`config.mk`:
```
export PLATFORM = sky130hd
export DESIGN_NAME = volume_control
export DESIGN_NICKNAME = d
export VERILOG_FILES = /design/src/rtl/voice_recorder_pkg.sv /design/src/rtl/volume_control.sv /design/src/rtl/button_debouncer.sv
export SDC_FILE = /design/constraint.sdc
export NUM_CORES = 1
export LEC_CHECK = 0
export BUFFER_PORTS_ARGS = -buffer_cell sky130_fd_sc_hd__buf_2
export CAP_MARGIN = 20
export CORE_UTILIZATION = 49
export DETAILED_ROUTE_END_ITERATION = 10
export PLACE_DENSITY = 0.66
export SYNTH_ARGS = -nofsm -noshare
export SYNTH_HDL_FRONTEND = slang
export SYNTH_SLANG_ARGS = --single-unit
```
`constraint.sdc`:
```
create_clock -name clock -period 2.65 [get_ports clock]
set_input_delay 0.3975 -clock clock [delete_from_list [all_inputs] [get_ports clock]]
set_output_delay 0.3975 -clock clock [all_outputs]
set_load 0.02 [all_outputs]
```
`src/rtl/voice_recorder_pkg.sv`:
```
package voice_recorder_pkg;

  ////////////////////////////////////////////////////////////
  // sample path
  ////////////////////////////////////////////////////////////

  localparam int SAMPLE_WIDTH = 8;
  typedef logic [SAMPLE_WIDTH-1:0] sample_t;

  // 1024 stored samples
  localparam int ADDR_WIDTH = 10;
  typedef logic [ADDR_WIDTH-1:0] addr_t;

  // input strobes per stored sample
  localparam int DECIMATION = 8;
  // echo tap distance, in stored samples
  localparam int ECHO_DELAY = 128;

  ////////////////////////////////////////////////////////////
  // buttons and volume
  ////////////////////////////////////////////////////////////

  localparam int DEBOUNCE_CYCLES = 20;

  typedef logic [4:0] volume_t;
  localparam volume_t VOLUME_RESET = 5'd8;
  localparam volume_t VOLUME_MAX = 5'd31;

  typedef struct packed {
    logic up;
    logic down;
    logic playback;
  } buttons_t;

  ////////////////////////////////////////////////////////////
  // codec control
  ////////////////////////////////////////////////////////////

  localparam int CODEC_RESET_CYCLES = 1024;
  localparam int SEQUENCE_LENGTH = 16;

  // bit 7 of a register address marks a read
  localparam logic [7:0] REG_READ_ID = 8'h80;
  localparam logic [7:0] REG_HEADPHONE_VOL = 8'h04;
  localparam logic [7:0] REG_PCM_VOL = 8'h18;
  localparam logic [7:0] REG_RECORD_SELECT = 8'h1A;
  localparam logic [7:0] REG_RECORD_GAIN = 8'h1C;
  localparam logic [7:0] REG_MIC_GAIN = 8'h0E;
  localparam logic [7:0] REG_BEEP_VOL = 8'h0A;
  localparam logic [7:0] REG_GENERAL = 8'h20;

  localparam logic [15:0] PCM_VOL_DATA = 16'h0808;
  // record gain at maximum
  localparam logic [15:0] RECORD_GAIN_DATA = 16'h0F0F;
  // +20 dB mic boost
  localparam logic [15:0] MIC_GAIN_DATA = 16'h8048;
  localparam logic [15:0] BEEP_VOL_DATA = 16'h0000;
  // PCM out bypasses the 3D mixer
  localparam logic [15:0] BYPASS_DATA = 16'h8000;
  localparam logic [2:0] MIC_SOURCE = 3'b000;

  typedef struct packed {
    logic        valid;
    logic [7:0]  address;
    logic [15:0] data;
  } codec_command_t;

endpackage
```
`src/rtl/volume_control.sv`:
```
`timescale 1ns/1ps

module volume_control
  import voice_recorder_pkg::*;
(
  input  logic    clock,
  input  logic    reset,
  input  logic    up,
  input  logic    down,
  output volume_t volume
);

  logic up_clean;
  logic down_clean;
  logic up_prev;
  logic down_prev;
  logic up_rise;
  logic down_rise;

  button_debouncer i_up_debouncer (
    .clock (clock),
    .reset (reset),
    .noisy (up),
    .clean (up_clean)
  );

  button_debouncer i_down_debouncer (
    .clock (clock),
    .reset (reset),
    .noisy (down),
    .clean (down_clean)
  );

  // one step per press on the debounced rising edge
  assign up_rise = up_clean & ~up_prev;
  assign down_rise = down_clean & ~down_prev;

  always_ff @(posedge clock)
  begin
    if (reset)
    begin
      up_prev <= 1'b0;
      down_prev <= 1'b0;
      volume <= VOLUME_RESET;
    end
    else
    begin
      up_prev <= up_clean;
      down_prev <= down_clean;
      // saturate at both ends and let up win when both arrive together
      if (up_rise && volume != VOLUME_MAX)
        volume <= volume + 1'b1;
      else if (down_rise && volume != '0)
        volume <= volume - 1'b1;
    end
  end

endmodule

```
`src/rtl/button_debouncer.sv`:
```
`timescale 1ns/1ps

module button_debouncer
  import voice_recorder_pkg::*;
(
  input  logic clock,
  input  logic reset,
  input  logic noisy,
  output logic clean
);

  // level seen on the last cycle and how long it has held
  logic held;
  logic [$clog2(DEBOUNCE_CYCLES+1)-1:0] count;

  always_ff @(posedge clock)
  begin
    if (reset)
    begin
      held <= 1'b0;
      count <= '0;
      clean <= 1'b0;
    end
    else if (noisy != held)
    begin
      // restart timing when the input moves
      held <= noisy;
      count <= '0;
    end
    else if (count == DEBOUNCE_CYCLES)
    begin
      clean <= held;
    end
    else
    begin
      count <= count + 1'b1;
    end
  end

endmodule

```
==> impl_metrics.toml <==
[floorplan]
fp.dieW_um = 48.92
rows = 16
io_pins = 9
fp.dieArea_um2 = 2393
dieHeight_um = 48.92
core_area_um2 = 2022
start_util_pct = 53.34

[drt]
vias_per_cell = 5.196
drtPass1Iterations = 4
wl_per_cell_um = 11.38
routed_wl_um = 1798
vias = 821
drtIter0Drc = 8
postRouteAntennaNets = 0
drc = 0

[hold_path]
hold_path_class = "input port to register"
hold_depth = 3

[setup_path]
critical-path-max-stage-delay_ps = 490
r2r-end = "volume[3]"
crit_fanout = 10
cp-start-kind = "register"
reg2reg_from = "volume[0]"
rrSetupSlack_ps = 750
critical-path-top-delay-family = "compound AO/OA/AOI/OAI gates"
worstSetupEndpointType = "register"
path_buf_inv = 1
crit_required_ps = 2840
worstSetupEndpoint = "volume[3]"
arrival_ps = 2090
worst-setup-path-type = "register to register"
slowest_stage = "dfxtp_1"
crit_start = "volume[0]"
r2r_cells = 8
cp_num_cells = 8
crit_chain = "nand3_1 > o21a_4 > clkinv_8 > ha_1 > a21o_1 > a21oi_1 > xor2_1 > o211ai_1"

[sta]
skew_ps = 12.17
rsz0062_at_grt = "no"
final.setup.tns_ps = 0
final.min_clock_period_ps = 1902
period_share_pct = 71.78
slew_viol_final = 0
finalSetupViolations = 0
tightest_slew_ps = 300.2
hold_viol = 0
fmax_mhz = 525.7
relSlewSlack_pct = 79.88

[clock_network]
ctsHoldBuffers = 0
clk_pin_slew_worst_paths_ps = 130
clk_latency_ps = 310
cts_max_path_buffers = 2
tritoncts = "yes"
cts_resized = 0
cts_buffers = 3
h-tree-depth = 1
ctsRootBufferMaster = "clkbuf_4"
post_cts_buffers = 0
clock_sinks = 21

[global_route]
grt_max_degree = 14
track_usage_pct = 17.40
grt_pass1_wl_um = 3229
grt_pass1_vias = 787
grt-ovfl-total = 0
antenna_found_initial = 0

[logic_synthesis]
synth_warnings = 0
synth_top_family_by_area = "simple AND/OR/NAND/NOR gates"
synth_common_cells = "dfxtp_1, nor2_1, a21oi_1, inv_1, nand3_1"
synth_xor_area_share_pct = 9.745
yosysUniqueCellTypes = 31
synth_area_per_cell_um2 = 8.988
synth_compound_area_share_pct = 13.57
synth-seq-cells = 21
synthTopCellsByArea = "dfxtp_1, ha_1, nor2_1"
synth_most_common_cell = "dfxtp_1"
synth-main-ff-cell = "dfxtp_1"
yosysSeqAreaShare_pct = 38.98
synthAdderAreaFrac_pct = 9.977
synthCells = 120
synth_top_area_share_pct = 38.98
muxShareOfSynthArea_pct = 0.9281
synth_area_um2 = 1079
syn_nets = 132
synth-edff-count = 0
synthArstFlopShare_pct = 0
yosysTopAreaCell = "dfxtp_1"
synthSimpleGateAreaFrac_pct = 22.04

[final_layout]
n_fill_cell = 197
area_delta_synth_final_pct = 9.165
antenna_cells = 0
drive_above_1_share_pct = 14.50
final_util_pct = 58.23
fin_nets = 144

[placed_design]
portBuffers = 8
routabilityCongestion = 0.8610
place_hpwl_um = 1384

[power_and_ir_drop]
p_leak_uw = 0.0004554
irDropWorstVdd_uv = 329.7
power.density_nw_per_um2 = 440.1

[flow_run]
maxCapViolCount = 0

[run_status]
run_status = "finished clean"
registers in the layout, indices dropped and copies added (netlist names):
signal,cells
i_up_debouncer.count,5
i_down_debouncer.count,5
i_down_debouncer.clean,1
i_up_debouncer.held,1
volume,5
i_down_debouncer.held,1
i_up_debouncer.clean,1
down_prev,1
up_prev,1
through the flow:
step	area, um2	hold WS, ps	setup WS [ps]	std cells	total power (uW)
after floorplan	1079	428.7	759.4	120	358.2
after global placement	1147	445.7	814.3	154	366.6
after detailed placement	1147	456.8	764.2	154	367.6
after CTS	1177	320.1	741.5	158	526.6
after global routing	1177	333.8	534.9	158	543.2
final	1177	325.3	747.8	158	518.1
where the power goes:
part / internal, uW / total (uW) / switching, uW
combinational: 13.3 / 31.4 / 18.2
sequential: 322 / 328 / 6.04
clock: 57.5 / 159 / 101
logic make-up (layout without fill, tap and decap cells):
| group | count (synthesis) | after routing |
|---|---|---|
| buffers and inverters | 10 | 21 |
| DFF | 21 | 21 |
| xor gates and xnor gates | 12 | 12 |
| AOI/OAI and AO/OA | 23 | 23 |
| adders and majority gates | 8 | 8 |
| and+or+nand+nor | 45 | 45 |
| muxes | 1 | 1 |
worst min-delay path, cell delays in order:
cell and delay (ps):
buf_2 110, inv_1 60, nor2_1 40
metal layers:
metal,share of wire (%),track usage [%],vias to the layer above
li1,-,-,432
met1,49,21.43,380
met2,47,29.86,7
met3,2.3,3.738,2
met4,1.1,5.882,0
met5,0,0,-
layout make-up:
cell class / count / area, um2 / area share (%)
sequential: 21 / 420.4 / 35.71
inverter: 9 / 46.29 / 3.932
clock buffer: 3 / 22.52 / 1.913
tap: 27 / 33.78 / 2.869
multi-input combinational: 89 / 606.8 / 51.54
timing repair buffer: 8 / 40.04 / 3.401
clock inverter: 1 / 7.507 / 0.6376
worst min-delay path by stage:
stage	startpoint	to
2_1_floorplan	i_up_debouncer.clean	up_prev
3_3_place_gp	i_up_debouncer.clean	up_prev
3_5_place_dp	i_up_debouncer.clean	up_prev
4_1_cts	up	i_up_debouncer.held
5_1_grt	up	i_up_debouncer.held
6_report	up	i_up_debouncer.held
cell usage in the layout (no fill, tap or decap), drive strengths merged, types with 2 or more instances in the layout:
master / count
a21oi: 12
ha: 7
a21o: 2
clkbuf: 3
nand3: 8
nor2b: 2
buf: 8
nand4b: 2
inv: 8
dfxtp: 21
xnor2: 6
nand2: 4
nor2: 15
nor3b: 2
nand4: 4
a21boi: 2
xor2: 6
o21ai: 5
nor3: 5
Note: power is estimated with default switching activity, not from simulation.
