===== src/rtl/voice_recorder_pkg.sv =====
package voice_recorder_pkg;

  ////////////////////////////////////////////////////////////
  // sample path
  ////////////////////////////////////////////////////////////

  localparam int SAMPLE_WIDTH = 8;
  typedef logic [SAMPLE_WIDTH-1:0] sample_t;

  // 1024 stored samples
  localparam int ADDR_WIDTH = 10;
  typedef logic [ADDR_WIDTH-1:0] addr_t;

  // input strobes per stored sample
  localparam int DECIMATION = 8;
  // echo tap distance, in stored samples
  localparam int ECHO_DELAY = 128;

  ////////////////////////////////////////////////////////////
  // buttons and volume
  ////////////////////////////////////////////////////////////

  localparam int DEBOUNCE_CYCLES = 20;

  typedef logic [4:0] volume_t;
  localparam volume_t VOLUME_RESET = 5'd8;
  localparam volume_t VOLUME_MAX = 5'd31;

  typedef struct packed {
    logic up;
    logic down;
    logic playback;
  } buttons_t;

  ////////////////////////////////////////////////////////////
  // codec control
  ////////////////////////////////////////////////////////////

  localparam int CODEC_RESET_CYCLES = 1024;
  localparam int SEQUENCE_LENGTH = 16;

  // bit 7 of a register address marks a read
  localparam logic [7:0] REG_READ_ID = 8'h80;
  localparam logic [7:0] REG_HEADPHONE_VOL = 8'h04;
  localparam logic [7:0] REG_PCM_VOL = 8'h18;
  localparam logic [7:0] REG_RECORD_SELECT = 8'h1A;
  localparam logic [7:0] REG_RECORD_GAIN = 8'h1C;
  localparam logic [7:0] REG_MIC_GAIN = 8'h0E;
  localparam logic [7:0] REG_BEEP_VOL = 8'h0A;
  localparam logic [7:0] REG_GENERAL = 8'h20;

  localparam logic [15:0] PCM_VOL_DATA = 16'h0808;
  // record gain at maximum
  localparam logic [15:0] RECORD_GAIN_DATA = 16'h0F0F;
  // +20 dB mic boost
  localparam logic [15:0] MIC_GAIN_DATA = 16'h8048;
  localparam logic [15:0] BEEP_VOL_DATA = 16'h0000;
  // PCM out bypasses the 3D mixer
  localparam logic [15:0] BYPASS_DATA = 16'h8000;
  localparam logic [2:0] MIC_SOURCE = 3'b000;

  typedef struct packed {
    logic        valid;
    logic [7:0]  address;
    logic [15:0] data;
  } codec_command_t;

endpackage

===== src/rtl/codec_control.sv =====
`timescale 1ns/1ps

module codec_control
  import voice_recorder_pkg::*;
(
  input  logic           clock,
  input  logic           reset,
  input  logic           sample_strobe,
  input  volume_t        volume,
  output logic           codec_reset_b,
  output codec_command_t command
);

  logic [$clog2(CODEC_RESET_CYCLES)-1:0] reset_count;
  logic [$clog2(SEQUENCE_LENGTH)-1:0] step;
  volume_t attenuation;
  codec_command_t next_command;

  ////////////////////////////////////////////////////////////
  // codec reset delay
  ////////////////////////////////////////////////////////////

  always_ff @(posedge clock)
  begin
    if (reset)
    begin
      reset_count <= '0;
      codec_reset_b <= 1'b0;
    end
    else if (reset_count == CODEC_RESET_CYCLES - 1)
      codec_reset_b <= 1'b1;
    else
      reset_count <= reset_count + 1'b1;
  end

  ////////////////////////////////////////////////////////////
  // command sequence with one step per strobe
  ////////////////////////////////////////////////////////////

  always_ff @(posedge clock)
  begin
    if (reset)
      step <= '0;
    else if (codec_reset_b && sample_strobe)
      step <= (step == SEQUENCE_LENGTH - 1) ? '0 : step + 1'b1;
  end

  // the codec wants attenuation, not gain
  assign attenuation = VOLUME_MAX - volume;

  always_comb
  begin
    next_command.valid = codec_reset_b;
    case (step)
      3:
      begin
        // same attenuation on left and right
        next_command.address = REG_HEADPHONE_VOL;
        next_command.data = {3'b000, attenuation, 3'b000, attenuation};
      end
      5:
      begin
        next_command.address = REG_PCM_VOL;
        next_command.data = PCM_VOL_DATA;
      end
      6:
      begin
        next_command.address = REG_RECORD_SELECT;
        next_command.data = {5'b00000, MIC_SOURCE, 5'b00000, MIC_SOURCE};
      end
      7:
      begin
        next_command.address = REG_RECORD_GAIN;
        next_command.data = RECORD_GAIN_DATA;
      end
      9:
      begin
        next_command.address = REG_MIC_GAIN;
        next_command.data = MIC_GAIN_DATA;
      end
      10:
      begin
        next_command.address = REG_BEEP_VOL;
        next_command.data = BEEP_VOL_DATA;
      end
      11:
      begin
        next_command.address = REG_GENERAL;
        next_command.data = BYPASS_DATA;
      end
      default:
      begin
        // idle steps just read the vendor ID
        next_command.address = REG_READ_ID;
        next_command.data = '0;
      end
    endcase
  end

  always_ff @(posedge clock)
  begin
    if (reset)
      command <= '0;
    else
      command <= next_command;
  end

endmodule


===== config.mk =====
export PLATFORM = sky130hd
export DESIGN_NAME = codec_control
export DESIGN_NICKNAME = d
export VERILOG_FILES = /design/src/rtl/voice_recorder_pkg.sv /design/src/rtl/codec_control.sv
export SDC_FILE = /design/constraint.sdc
export NUM_CORES = 1
export LEC_CHECK = 0
export BUFFER_PORTS_ARGS = -buffer_cell sky130_fd_sc_hd__buf_2
export CAP_MARGIN = 10
export CORE_MARGIN = 1
export CORE_UTILIZATION = 52
export DETAILED_ROUTE_END_ITERATION = 8
export GPL_TIMING_DRIVEN = 0
export PLACE_DENSITY = 0.78
export REMOVE_ABC_BUFFERS = 1
export SLEW_MARGIN = 20
export SYNTH_ARGS = -nofsm -noshare
export SYNTH_HDL_FRONTEND = slang
export SYNTH_SLANG_ARGS = --single-unit
export TNS_END_PERCENT = 20

===== constraint.sdc =====
create_clock -name clock -period 1.72 [get_ports clock]
set_input_delay 0.086 -clock clock [delete_from_list [all_inputs] [get_ports clock]]
set_output_delay 0.086 -clock clock [all_outputs]
set_load 0.05 [all_outputs]

==> load_flow_metrics.sql <==
INSERT INTO impl_metrics (metric_group, metric, value, unit) VALUES
('worst_setup_path', 'critical_path_class', 'reg2reg', ''),
('global_route', 'grt_antenna_before_repair', '0', ''),
('clocking', 'cts_tree', 'done', ''),
('die', 'die-height', '53.7', 'um'),
('die', 'start_util', '0.556', ''),
('die', 'design.die.area', '2880', 'um2'),
('worst_setup_path', 'cp-end-kind', 'flip-flop', ''),
('cells_and_area', 'layout-drive-gt1-share', '0.234', ''),
('synthesis', 'yosys_most_used_dff', 'dfxtp_1', ''),
('placed_design', 'half_perimeter_wire_length_of_the_detailed_placement_result', '1700', 'um'),
('power_and_ir_drop', 'total_leakage_power', '0.658', 'nW'),
('cells_and_area', 'layout.filler_cells', '227', ''),
('job', 'max_cap_viol_count', '0', ''),
('synthesis', 'synth-seq-area-share', '0.432', ''),
('clocking', 'insertion_delay', '0.31', 'ns'),
('clocking', 'clk_transition_reported_paths', '0.09', 'ns'),
('route', 'postRouteWirelength', '2560', 'um'),
('cells_and_area', 'diodes', '0', ''),
('die', 'fp-row-count', '18', ''),
('synthesis', 'synth_enable_flop_cells', '0', ''),
('route', 'drc', '0', ''),
('placed_design', 'port_buffers', '27', ''),
('route', 'route.detailed.wl_per_inst', '12.5', 'um'),
('cells_and_area', 'area_taken_by_flip_flops_and_latches', '601', 'um2'),
('cells_and_area', 'final_cell_mix', 'dfxtp_1, buf_2, a21oi_1', ''),
('min_path', 'timing.hold.worst.class', 'in2reg', ''),
('cells_and_area', 'area_delta_synth_final', '10.8', '%'),
('worst_setup_path', 'required', '1.92', 'ns'),
('route', 'vias_per_cell', '5.46', ''),
('timing', 'finalCriticalPeriod', '1.52', 'ns'),
('timing', 'totalNegativeSetupSlack', '0', 'ns'),
('timing', 'pins_over_their_slew_limit', '0', ''),
('worst_setup_path', 'worst_path_max_delay_cell', 'dfxtp_1', ''),
('worst_setup_path', 'timing.critical_path.fanout_max', '5', ''),
('cells_and_area', 'fin_nets', '186', ''),
('route', 'detailedRoute.firstPassIterationCount', '4', ''),
('clocking', 'tritoncts_num_sinks', '30', ''),
('global_route', 'grt_pass1_vias', '979', ''),
('placed_design', 'numPlacedInstances', '193', ''),
('clocking', 'cts-buffers-inserted', '5', ''),
('timing', 'worst_clock_skew', '0.0111', 'ns'),
('synthesis', 'flip_flop_and_latch_count_after_synthesis', '30', ''),
('worst_setup_path', 'cp_slowest_stage_delay', '0.40', 'ns'),
('die', 'dieWidth', '53.7', 'um'),
('timing', 'setup_viol_count_final', '0', ''),
('worst_setup_path', 'critPathLaunchType', 'flip-flop', ''),
('status', 'status', 'complete, no violations', ''),
('timing', 'timing.fmax', '656', 'MHz'),
('global_route', 'maximum_number_of_pins_on_one_net_before_global_route_repair', '29', ''),
('clocking', 'post-cts-setup-buffer-count', '0', ''),
('clocking', 'cts_max_path_buffers', '2', ''),
('synthesis', 'avgSynthCellArea', '9.26', 'um2'),
('synthesis', 'synth-warning-count', '0', ''),
('die', 'io-pin-count', '34', ''),
('cells_and_area', 'final_common_cell', 'dfxtp_1', ''),
('global_route', 'grt_pass1_wl', '4190', 'um'),
('die', 'placeable_core_region', '2500', 'um2'),
('timing', 'layout_worst_path_cycle_share', '0.887', ''),
('synthesis', 'syn-instance-count', '150', ''),
('synthesis', 'synth_area', '1390', 'um2'),
('cells_and_area', 'finish.cell_count_without_fillers', '205', ''),
('timing', 'finalHoldViolCount', '0', ''),
('synthesis', 'async_flop_share', '0', ''),
('placed_design', 'routability_driven_placement_congestion_ratio', '0.731', ''),
('worst_setup_path', 'worst-endpoint-arrival', '1.72', 'ns'),
('synthesis', 'ys_types', '46', ''),
('route', 'ant_nets', '0', ''),
('clocking', 'cts.root.buffer_cell', 'clkbuf_4', ''),
('worst_setup_path', 'sequence_of_cells_on_the_critical_path', 'ha_1 -> and3_1 -> and3_4 -> mux2_4', ''),
('route', 'detailroute.via_count', '1119', ''),
('global_route', 'grt_overflow_total', '0', ''),
('power_and_ir_drop', 'max-vdd-ir-drop', '0.000753', 'V'),
('route', 'number_of_violations_reported_at_the_end_of_detailed_routing_iteration_0', '12', ''),
('timing', 'grt_setup_unrepaired', 'false', ''),
('clocking', 'clock_tree.htree_level_count', '2', ''),
('power_and_ir_drop', 'cellPowerDensity', '789', 'nW/um2'),
('global_route', 'grt_usage', '0.203', ''),
('cells_and_area', 'footprint_of_the_multi_input_gates', '639', 'um2');
[cell usage after synthesis (all sizes together) (2+ instances only)]
cell / number / share of area
inv: 7 / 0.019
a21oi: 13 / 0.050
a311oi: 3 / 0.019
nor3: 4 / 0.014
nor2: 6 / 0.016
a31oi: 3 / 0.014
o21ai: 5 / 0.018
and3: 4 / 0.022
nand2: 7 / 0.019
buf: 16 / 0.094
ha: 4 / 0.036
nor2b: 6 / 0.027
nand2b: 3 / 0.014
nand3: 5 / 0.022
nand4: 3 / 0.014
dfxtp: 30 / 0.43
a211oi: 5 / 0.031
clkbuf: 3 / 0.0081
or4: 2 / 0.011
and2: 4 / 0.018
[per-stage QoR]
stage               area, um2   util  setup WS (ns)  total power [mW]  hold WS (ns)
finish                   1540  0.616          0.195              1.21        0.0410
global route             1540  0.616          0.115              1.27        0.0213
CTS                      1540  0.616          0.204              1.23        0.0298
detailed placement       1440  0.576          0.224             0.799         0.258
global placement         1440  0.576          0.238             0.796         0.253
floorplan                1270      -          0.288             0.774         0.151
[logic make-up (layout without fill, tap and decap cells)]
family	after synthesis	after routing	share of synthesized area
AO/OA/AOI/OAI	38	38	0.186
adder cells (fa/ha/maj)	4	4	0.0360
XOR/XNOR	1	1	0.00631
buffers and inverters	26	46	0.121
other	1	6	0.00270
flip-flops	30	30	0.432
AND/OR/NAND/NOR	49	49	0.205
multiplexers	1	1	0.0108
[worst paths after layout]
path                                startpoint              to  slack (ns)  depth (start not counted)
worst max register to register  reset_count[0]  reset_count[0]        0.20                          4
worst min-delay path             sample_strobe         step[1]        0.04                          2
worst min register to register  reset_count[6]  reset_count[6]        0.49                          1
worst max-delay path            reset_count[0]  reset_count[0]        0.20                          4
[power breakdown]
group | switching (mW) | internal [mW] | total, mW
clock network | 0.226 | 0.198 | 0.424
registers | 0.00720 | 0.701 | 0.708
logic | 0.0576 | 0.0247 | 0.0823
total | 0.291 | 0.924 | 1.21
[per-layer routing]
| layer | vias up | share of wire | track usage |
|---|---|---|---|
| met5 | - | 0 | 0 |
| li1 | 566 | - | - |
| met2 | 31 | 0.49 | 0.344 |
| met3 | 4 | 0.047 | 0.0593 |
| met4 | 0 | 0.016 | 0.0658 |
| met1 | 518 | 0.44 | 0.242 |
[registers in the layout, summed over array words and instances (netlist names)]
signal	count
codec_reset_b	1
command	15
reset_count	10
step	4
[critical path, delay by kind of cell (launching register included)]
kind          cells  cell delay (ns)
fa+ha+maj         1             0.24
mux               1             0.29
flops             1             0.40
simple gates      2             0.49
[cell type report]
type | instances | share of cell area
Clock inverter | 1 | 0.00325
Multi-Input combinational cell | 99 | 0.415
Inverter | 7 | 0.0171
Tap cell | 30 | 0.0244
Sequential cell | 30 | 0.390
Timing Repair Buffer | 31 | 0.114
Clock buffer | 7 | 0.0358
[what timing repair did]
item,4_1_cts,5_1_grt
hold endpoints to repair,4,0
resized for setup,0,0
hold buffers,4,0
Note: power is estimated with default switching activity, not from simulation.
