File: config.mk
export PLATFORM = sky130hd
export DESIGN_NAME = button_debouncer
export DESIGN_NICKNAME = d
export VERILOG_FILES = /design/src/rtl/voice_recorder_pkg.sv /design/src/rtl/button_debouncer.sv
export SDC_FILE = /design/constraint.sdc
export NUM_CORES = 1
export LEC_CHECK = 0
export ABC_AREA = 1
export BUFFER_PORTS_ARGS = -buffer_cell sky130_fd_sc_hd__buf_2
export CAP_MARGIN = 10
export CORE_AREA = 5 5 42 44
export DETAILED_ROUTE_END_ITERATION = 7
export DIE_AREA = 0 0 47 49
export MAX_ROUTING_LAYER = met4
export PLACE_DENSITY = 0.4
export SLEW_MARGIN = 20
export SYNTH_ARGS = -nofsm -noshare
export SYNTH_HDL_FRONTEND = slang
export SYNTH_SLANG_ARGS = --single-unit
File: constraint.sdc
create_clock -name clock -period 1.6 [get_ports clock]
set_clock_uncertainty 0.1 [all_clocks]
set_input_delay 0.08 -clock clock [delete_from_list [all_inputs] [get_ports clock]]
set_output_delay 0.08 -clock clock [all_outputs]
set_load 0.05 [all_outputs]
File: src/rtl/voice_recorder_pkg.sv
package voice_recorder_pkg;

  ////////////////////////////////////////////////////////////
  // sample path
  ////////////////////////////////////////////////////////////

  localparam int SAMPLE_WIDTH = 8;
  typedef logic [SAMPLE_WIDTH-1:0] sample_t;

  // 1024 stored samples
  localparam int ADDR_WIDTH = 10;
  typedef logic [ADDR_WIDTH-1:0] addr_t;

  // input strobes per stored sample
  localparam int DECIMATION = 8;
  // echo tap distance, in stored samples
  localparam int ECHO_DELAY = 128;

  ////////////////////////////////////////////////////////////
  // buttons and volume
  ////////////////////////////////////////////////////////////

  localparam int DEBOUNCE_CYCLES = 20;

  typedef logic [4:0] volume_t;
  localparam volume_t VOLUME_RESET = 5'd8;
  localparam volume_t VOLUME_MAX = 5'd31;

  typedef struct packed {
    logic up;
    logic down;
    logic playback;
  } buttons_t;

  ////////////////////////////////////////////////////////////
  // codec control
  ////////////////////////////////////////////////////////////

  localparam int CODEC_RESET_CYCLES = 1024;
  localparam int SEQUENCE_LENGTH = 16;

  // bit 7 of a register address marks a read
  localparam logic [7:0] REG_READ_ID = 8'h80;
  localparam logic [7:0] REG_HEADPHONE_VOL = 8'h04;
  localparam logic [7:0] REG_PCM_VOL = 8'h18;
  localparam logic [7:0] REG_RECORD_SELECT = 8'h1A;
  localparam logic [7:0] REG_RECORD_GAIN = 8'h1C;
  localparam logic [7:0] REG_MIC_GAIN = 8'h0E;
  localparam logic [7:0] REG_BEEP_VOL = 8'h0A;
  localparam logic [7:0] REG_GENERAL = 8'h20;

  localparam logic [15:0] PCM_VOL_DATA = 16'h0808;
  // record gain at maximum
  localparam logic [15:0] RECORD_GAIN_DATA = 16'h0F0F;
  // +20 dB mic boost
  localparam logic [15:0] MIC_GAIN_DATA = 16'h8048;
  localparam logic [15:0] BEEP_VOL_DATA = 16'h0000;
  // PCM out bypasses the 3D mixer
  localparam logic [15:0] BYPASS_DATA = 16'h8000;
  localparam logic [2:0] MIC_SOURCE = 3'b000;

  typedef struct packed {
    logic        valid;
    logic [7:0]  address;
    logic [15:0] data;
  } codec_command_t;

endpackage
File: src/rtl/button_debouncer.sv
`timescale 1ns/1ps

module button_debouncer
  import voice_recorder_pkg::*;
(
  input  logic clock,
  input  logic reset,
  input  logic noisy,
  output logic clean
);

  // level seen on the last cycle and how long it has held
  logic held;
  logic [$clog2(DEBOUNCE_CYCLES+1)-1:0] count;

  always_ff @(posedge clock)
  begin
    if (reset)
    begin
      held <= 1'b0;
      count <= '0;
      clean <= 1'b0;
    end
    else if (noisy != held)
    begin
      // restart timing when the input moves
      held <= noisy;
      count <= '0;
    end
    else if (count == DEBOUNCE_CYCLES)
    begin
      clean <= held;
    end
    else
    begin
      count <= count + 1'b1;
    end
  end

endmodule

==> results of run 1 <==
## power by group
group / switching, W / internal, W
Sequential: 0.00000415 / 0.000179
Clock: 0.0000638 / 0.0000951
Combinational: 0.0000137 / 0.0000117
Total: 0.0000816 / 0.000286
## per-layer routing
metal	up-vias	share of wire (%)
met2	6	39
met4	0	1.3
li1	169	-
met1	120	53
met5	-	0
met3	2	5.8
## final timing paths
| path | start | endpoint | depth (start not counted) |
|---|---|---|---|
| max | count[0] | count[3] | 7 |
| min reg2reg | clean | clean | 2 |
| max reg2reg | count[0] | count[3] | 7 |
| min | noisy | clean | 5 |
## Yosys cell counts
library cell	count
a21oi_1	4
a21oi_2	1
dfxtp_1	7
ha_1	2
inv_1	9
nand2_1	14
nand3_1	4
nor2_1	5
or2_0	1
xnor2_1	1
xor2_1	1
## metrics by stage
step | instance area [µm²] | instances | util [%] | hold WS, ns
finish | 424.2 | 74 | 30.27 | 0.1174
global route | 424.2 | 74 | 30.27 | 0.1750
CTS | 424.2 | 74 | 30.27 | 0.1222
global placement | 377.9 | 68 | 26.96 | 0.1592
floorplan | 342.8 | 49 | - | 0.05238
detailed placement | 377.9 | 68 | 26.96 | 0.1584
## cells by family (layout without fill, tap and decap cells)
family | after synthesis | count (layout)
AOI/OAI and AO/OA | 5 | 5
xor gates and xnor gates | 2 | 2
adders and majority gates | 2 | 2
buffers and inverters | 9 | 18
DFF | 7 | 7
and+or+nand+nor | 24 | 24
## critical path, stage by stage, from the launching register on
cell and delay (ns):
dfxtp_1 0.39, inv_1 0.08, ha_1 0.19, nand2_1 0.08
inv_1 0.06, nand2_1 0.13, nand3_1 0.10, nor2_1 0.10
## cell type report
| class | instances | area, µm² | share of cell area [%] |
|---|---|---|---|
| sequential | 7 | 140.1 | 33.04 |
| tap | 16 | 20.02 | 4.720 |
| clock buffer | 4 | 26.28 | 6.195 |
| timing repair buffer | 5 | 35.03 | 8.260 |
| inverter | 9 | 33.78 | 7.965 |
| multi-input combinational | 33 | 168.9 | 39.82 |
## sequential cells by signal (all words and copies together), names as in the netlist
name,flops
held,1
clean,1
count,5
==> results.txt, run 1 <==
status: finished clean
CTS Buffer Depth: 2
Total Power: 0.0003672 W
CTS tree: yes
grt ovf: 0
GRT Overall Usage: 7.004%
Data required, critical path: 1.69 ns
post-synth net total: 54
port bufs: 3
most frequent cells in the layout: nand2_1, inv_1, dfxtp_1
DRT Pass-1 Iters: 4
Setup crit start kind: flop
Die Footprint: 2303 µm²
largest net degree at the start of global routing: 6
DP Worst Slack: 0.3315 ns
Critical Path AT: 1.38 ns
largest family of logic cells by synthesized area: simple AND/OR/NAND/NOR gates
Most Used Layer, Global Route: met1
Slew Limit Fails: 0
Num CTS Buffers: 3
Detailed Route WL: 621 µm
commonest non-fill, non-tap cell in the layout: nand2_1
max_cap viols: 0
register bit total from synthesis: 7
met2 Use GR: 8.371%
Synth Cell Area: 342.8 µm²
Fill cells: 164
post-DP HPWL: 467.1 µm
Final setup viols: 0
first-pass GRT wire length: 1.097 mm
synth warn: 0
CTS sink cnt: 7
final hold vios: 0
worst setup slack after layout: 0.3096 ns
share of layout cells above drive strength 1: 12.07%
met3 GRT Util: 2.214%
# DRC: 0
# H-tree levels: 1
period utilization: 80.65%
Worst Path Max Fanout: 4
Starting Density: 24.46%
die width: 47 µm
power density cells: 865.6 nW/µm²
Routed Antenna Nets: 0
Leak: 0.1868 nW
Netlist cell types: 11
Slew headroom: 83.61%
share of the synthesized area in the top cell type: 40.88%
M1 GR Usage: 8.571%
gpl congestion: 0.7506
Clk Latency, worst-skew pair: 0.25 ns
final worst path period need: 1.290 ns
antenna violations before repair: 0
worst hold path class: in2reg
crit end category: flop
cts repair resizes: 0
core area: 1401 µm²
area leader, netlist: dfxtp_1
count of hold-fix buffers inserted at cts: 2
sequential area share after synthesis: 40.88%
wire per inst: 8.392 µm
num rows: 14
antenna cells: 0
fin nets: 64
Post-Synth Simple-Gate Area: 28.47%
Area contributors post-synth: dfxtp_1, nand2_1, inv_1
Least-Margin Pin Slew: 0.2476 ns
clock slew at reported path FFs: 0.05 ns
multiplexer area fraction after synthesis: 0%
Cells after Synth: 49
Synth Area in Compound Gates: 8.394%
vias in the first global route: 285
R2R setup slack: 0.31 ns
xor/xnor share of the synthesized area: 5.109%
TNS Setup: 0 ns
via-per-instance ratio: 4.014
Ports: 4
# Post-CTS Setup Buffers: 0
synthesized area per cell: 6.997 µm²
Fmax: 775.0 MHz
CTS Root Cell: clkbuf_4
Crit Path Class: reg2reg
Area Overhead vs Synth: 23.72%
Die Ht: 49 µm
Max VDD drop: 266.7 µV
vias after detailed routing: 297
Post-Synth Adder-Cell Area: 7.299%
initial drt markers: 6
RSZ-0062 raised after global routing: false
Note: power is estimated with default switching activity, not from simulation.
==> run 2, diff against run 1 <==
- clock period: 1.6 -> 1.2 ns (I/O delays scaled with it)
==> results.txt, run 2 (same netlist as run 1, synthesis figures left out) <==
status: finished clean
vias after detailed routing: 321 (+8.1%)
sw frac: 24.03% (+1.8 points)
# DRC: 0 (unchanged)
antenna cells: 0 (unchanged)
share of layout cells above drive strength 1: 37.29% (+25 points)
period utilization: 94.10% (+13 points)
Clk pwr share: 42.5% (-0.8 points)
vias in the first global route: 286 (+0.35%)
gpl congestion: 0.6830 (-9.0%)
Starting Density: 24.46% (unchanged)
Die Footprint: 2303 µm² (unchanged)
Non-Filler Instances: 75 (+1.4%)
max_cap viols: 0 (unchanged)
antenna violations before repair: 0 (unchanged)
via-per-instance ratio: 4.280 (+6.6%)
power density cells: 1054 nW/µm² (+22%)
Slew Limit Fails: 0 (unchanged)
net switching power: 0.0001239 W (+52%)
DP Cell Count: 69 (+1.5%)
Least-Margin Pin Slew: 0.2472 ns (-0.0003850 ns)
GRT Overall Usage: 7.019% (+0.015 points)
length in cells of the worst reg-to-reg path: 7 (unchanged)
clock slew at reported path FFs: 0.05 ns (about the same)
Setup crit start kind: flop
post-DP HPWL: 458.1 µm (-1.9%)
Leak: 0.2092 nW (+12%)
die width: 47 µm (unchanged)
grt ovf: 0 (unchanged)
final hold vios: 0 (unchanged)
Min-Delay Path Depth: 2 (-3)
most frequent cells in the layout: nand2_1, inv_1, dfxtp_1
initial drt markers: 3 (-3)
Total Power: 0.0005154 W (+40%)
CTS Root Cell: clkbuf_4
Regs by FF count: count x5, clean x1, held x1
CTS sink cnt: 7 (unchanged)
Crit Path Class: reg2reg
cell mode on critical path: nand2_4
# H-tree levels: 1 (unchanged)
Detailed Route WL: 666 µm (+7.2%)
crit end category: flop
CTS Buffer Depth: 2 (unchanged)
DRT Pass-1 Iters: 3 (-1)
Ports: 4 (unchanged)
num rows: 14 (unchanged)
Routed Antenna Nets: 0 (unchanged)
Max VDD drop: 498.0 µV (+87%)
fin nets: 65 (+1.6%)
commonest non-fill, non-tap cell in the layout: nand2_1
Clk Latency, worst-skew pair: 0.25 ns (about the same)
Worst Path Max Fanout: 4 (unchanged)
Largest register FFs: 5 (unchanged)
largest net degree at the start of global routing: 6 (unchanged)
share of power burned in registers: 47.2% (-2.6 points)
slowest stage delay, CP: 0.35 ns (-0.04 ns)
Critical Path AT: 1.21 ns (-0.17 ns)
Combinational Power Share: 10.3% (+3.4 points)
core area: 1401 µm² (unchanged)
Num CTS Buffers: 3 (unchanged)
Post-DP Area: 385.4 µm² (+2.0%)
CP cell instances: inv_1 -> ha_4 -> nand2_4 -> inv_2 -> nand2_4 -> nand2_2 -> a21oi_2
Finished Cell Area: 489.2 µm² (+15%)
Area Overhead vs Synth: 42.70%
critical path's slowest cell: dfxtp_2
wire per inst: 8.880 µm (+5.8%)
Final setup viols: 0 (unchanged)
Most flops, register: count
CTS tree: yes
worst hold path class: reg2reg
# Post-CTS Setup Buffers: 0 (unchanged)
port bufs: 3 (unchanged)
Data required, critical path: 1.28 ns (-0.41 ns)
Fmax: 885.6 MHz (+14%)
Slew headroom: 83.63% (about the same)
Pint: 0.0003915 W (+37%)
post-layout util: 34.91% (+4.6 points)
first-pass GRT wire length: 1.131 mm (+3.1%)
final worst path period need: 1.129 ns (-0.1612 ns)
Die Ht: 49 µm (unchanged)
## run 2: final timing paths
kind,from,to,slack [ns]
worst min-delay path,clean,clean,0.35
worst max-delay path,count[1],count[0],0.07
worst max register to register,count[1],count[0],0.07
worst min register to register,clean,clean,0.35
## run 2: critical path, delay by kind of cell (launching register included)
kind | cells | cell delay (ns)
buf+inv | 2 | 0.13
simple gates | 3 | 0.21
compound gates | 1 | 0.11
flops | 1 | 0.35
fa+ha+maj | 1 | 0.17
## run 2: what timing repair did
action,4_1_cts,5_1_grt
endpoints found under the hold margin,2,0
pin swaps,0,2
gates resized for setup,3,16
hold buffers,2,0
endpoints found under the setup margin,3,6
## run 2: layout make-up
| cell class | instances | area (µm²) |
|---|---|---|
| timing repair buffer | 6 | 42.54 |
| sequential | 7 | 145.1 |
| clock buffer | 4 | 26.28 |
| fill | 152 | 912.1 |
| inverter | 9 | 33.78 |
| multi-input combinational | 33 | 221.5 |
| tap | 16 | 20.02 |
## run 2: per-layer routing
| metal | vias to the layer above | GRT usage, % | wire length, µm |
|---|---|---|---|
| met3 | 4 | 2.214 | 40 |
| met4 | 0 | 5.530 | 21 |
| met1 | 139 | 9.071 | 305 |
| li1 | 171 | - | - |
| met2 | 7 | 8.597 | 298 |
| met5 | - | - | 0 |
## run 2: power groups by stage
stage | Sequential (W) | Combinational [W] | Clock (W)
3_3_place_gp | 0.000248 | 0.0000337 | 0
4_1_cts | 0.000244 | 0.0000382 | 0.000222
5_1_grt | 0.000244 | 0.0000613 | 0.000247
3_5_place_dp | 0.000248 | 0.0000329 | 0
6_report | 0.000243 | 0.0000532 | 0.000219
2_1_floorplan | 0.000247 | 0.0000211 | 0
## run 2: metrics by stage
stage                     setup slack, ns  hold slack [ns]  setup TNS [ns]
after global placement           -0.07415           0.1351         -0.2109
final                             0.07078           0.3472               0
after CTS                        0.001963           0.3510               0
after global routing            -0.004931           0.3950       -0.004931
after floorplan                   0.06693          0.03238               0
after detailed placement         -0.05061           0.1422         -0.1327
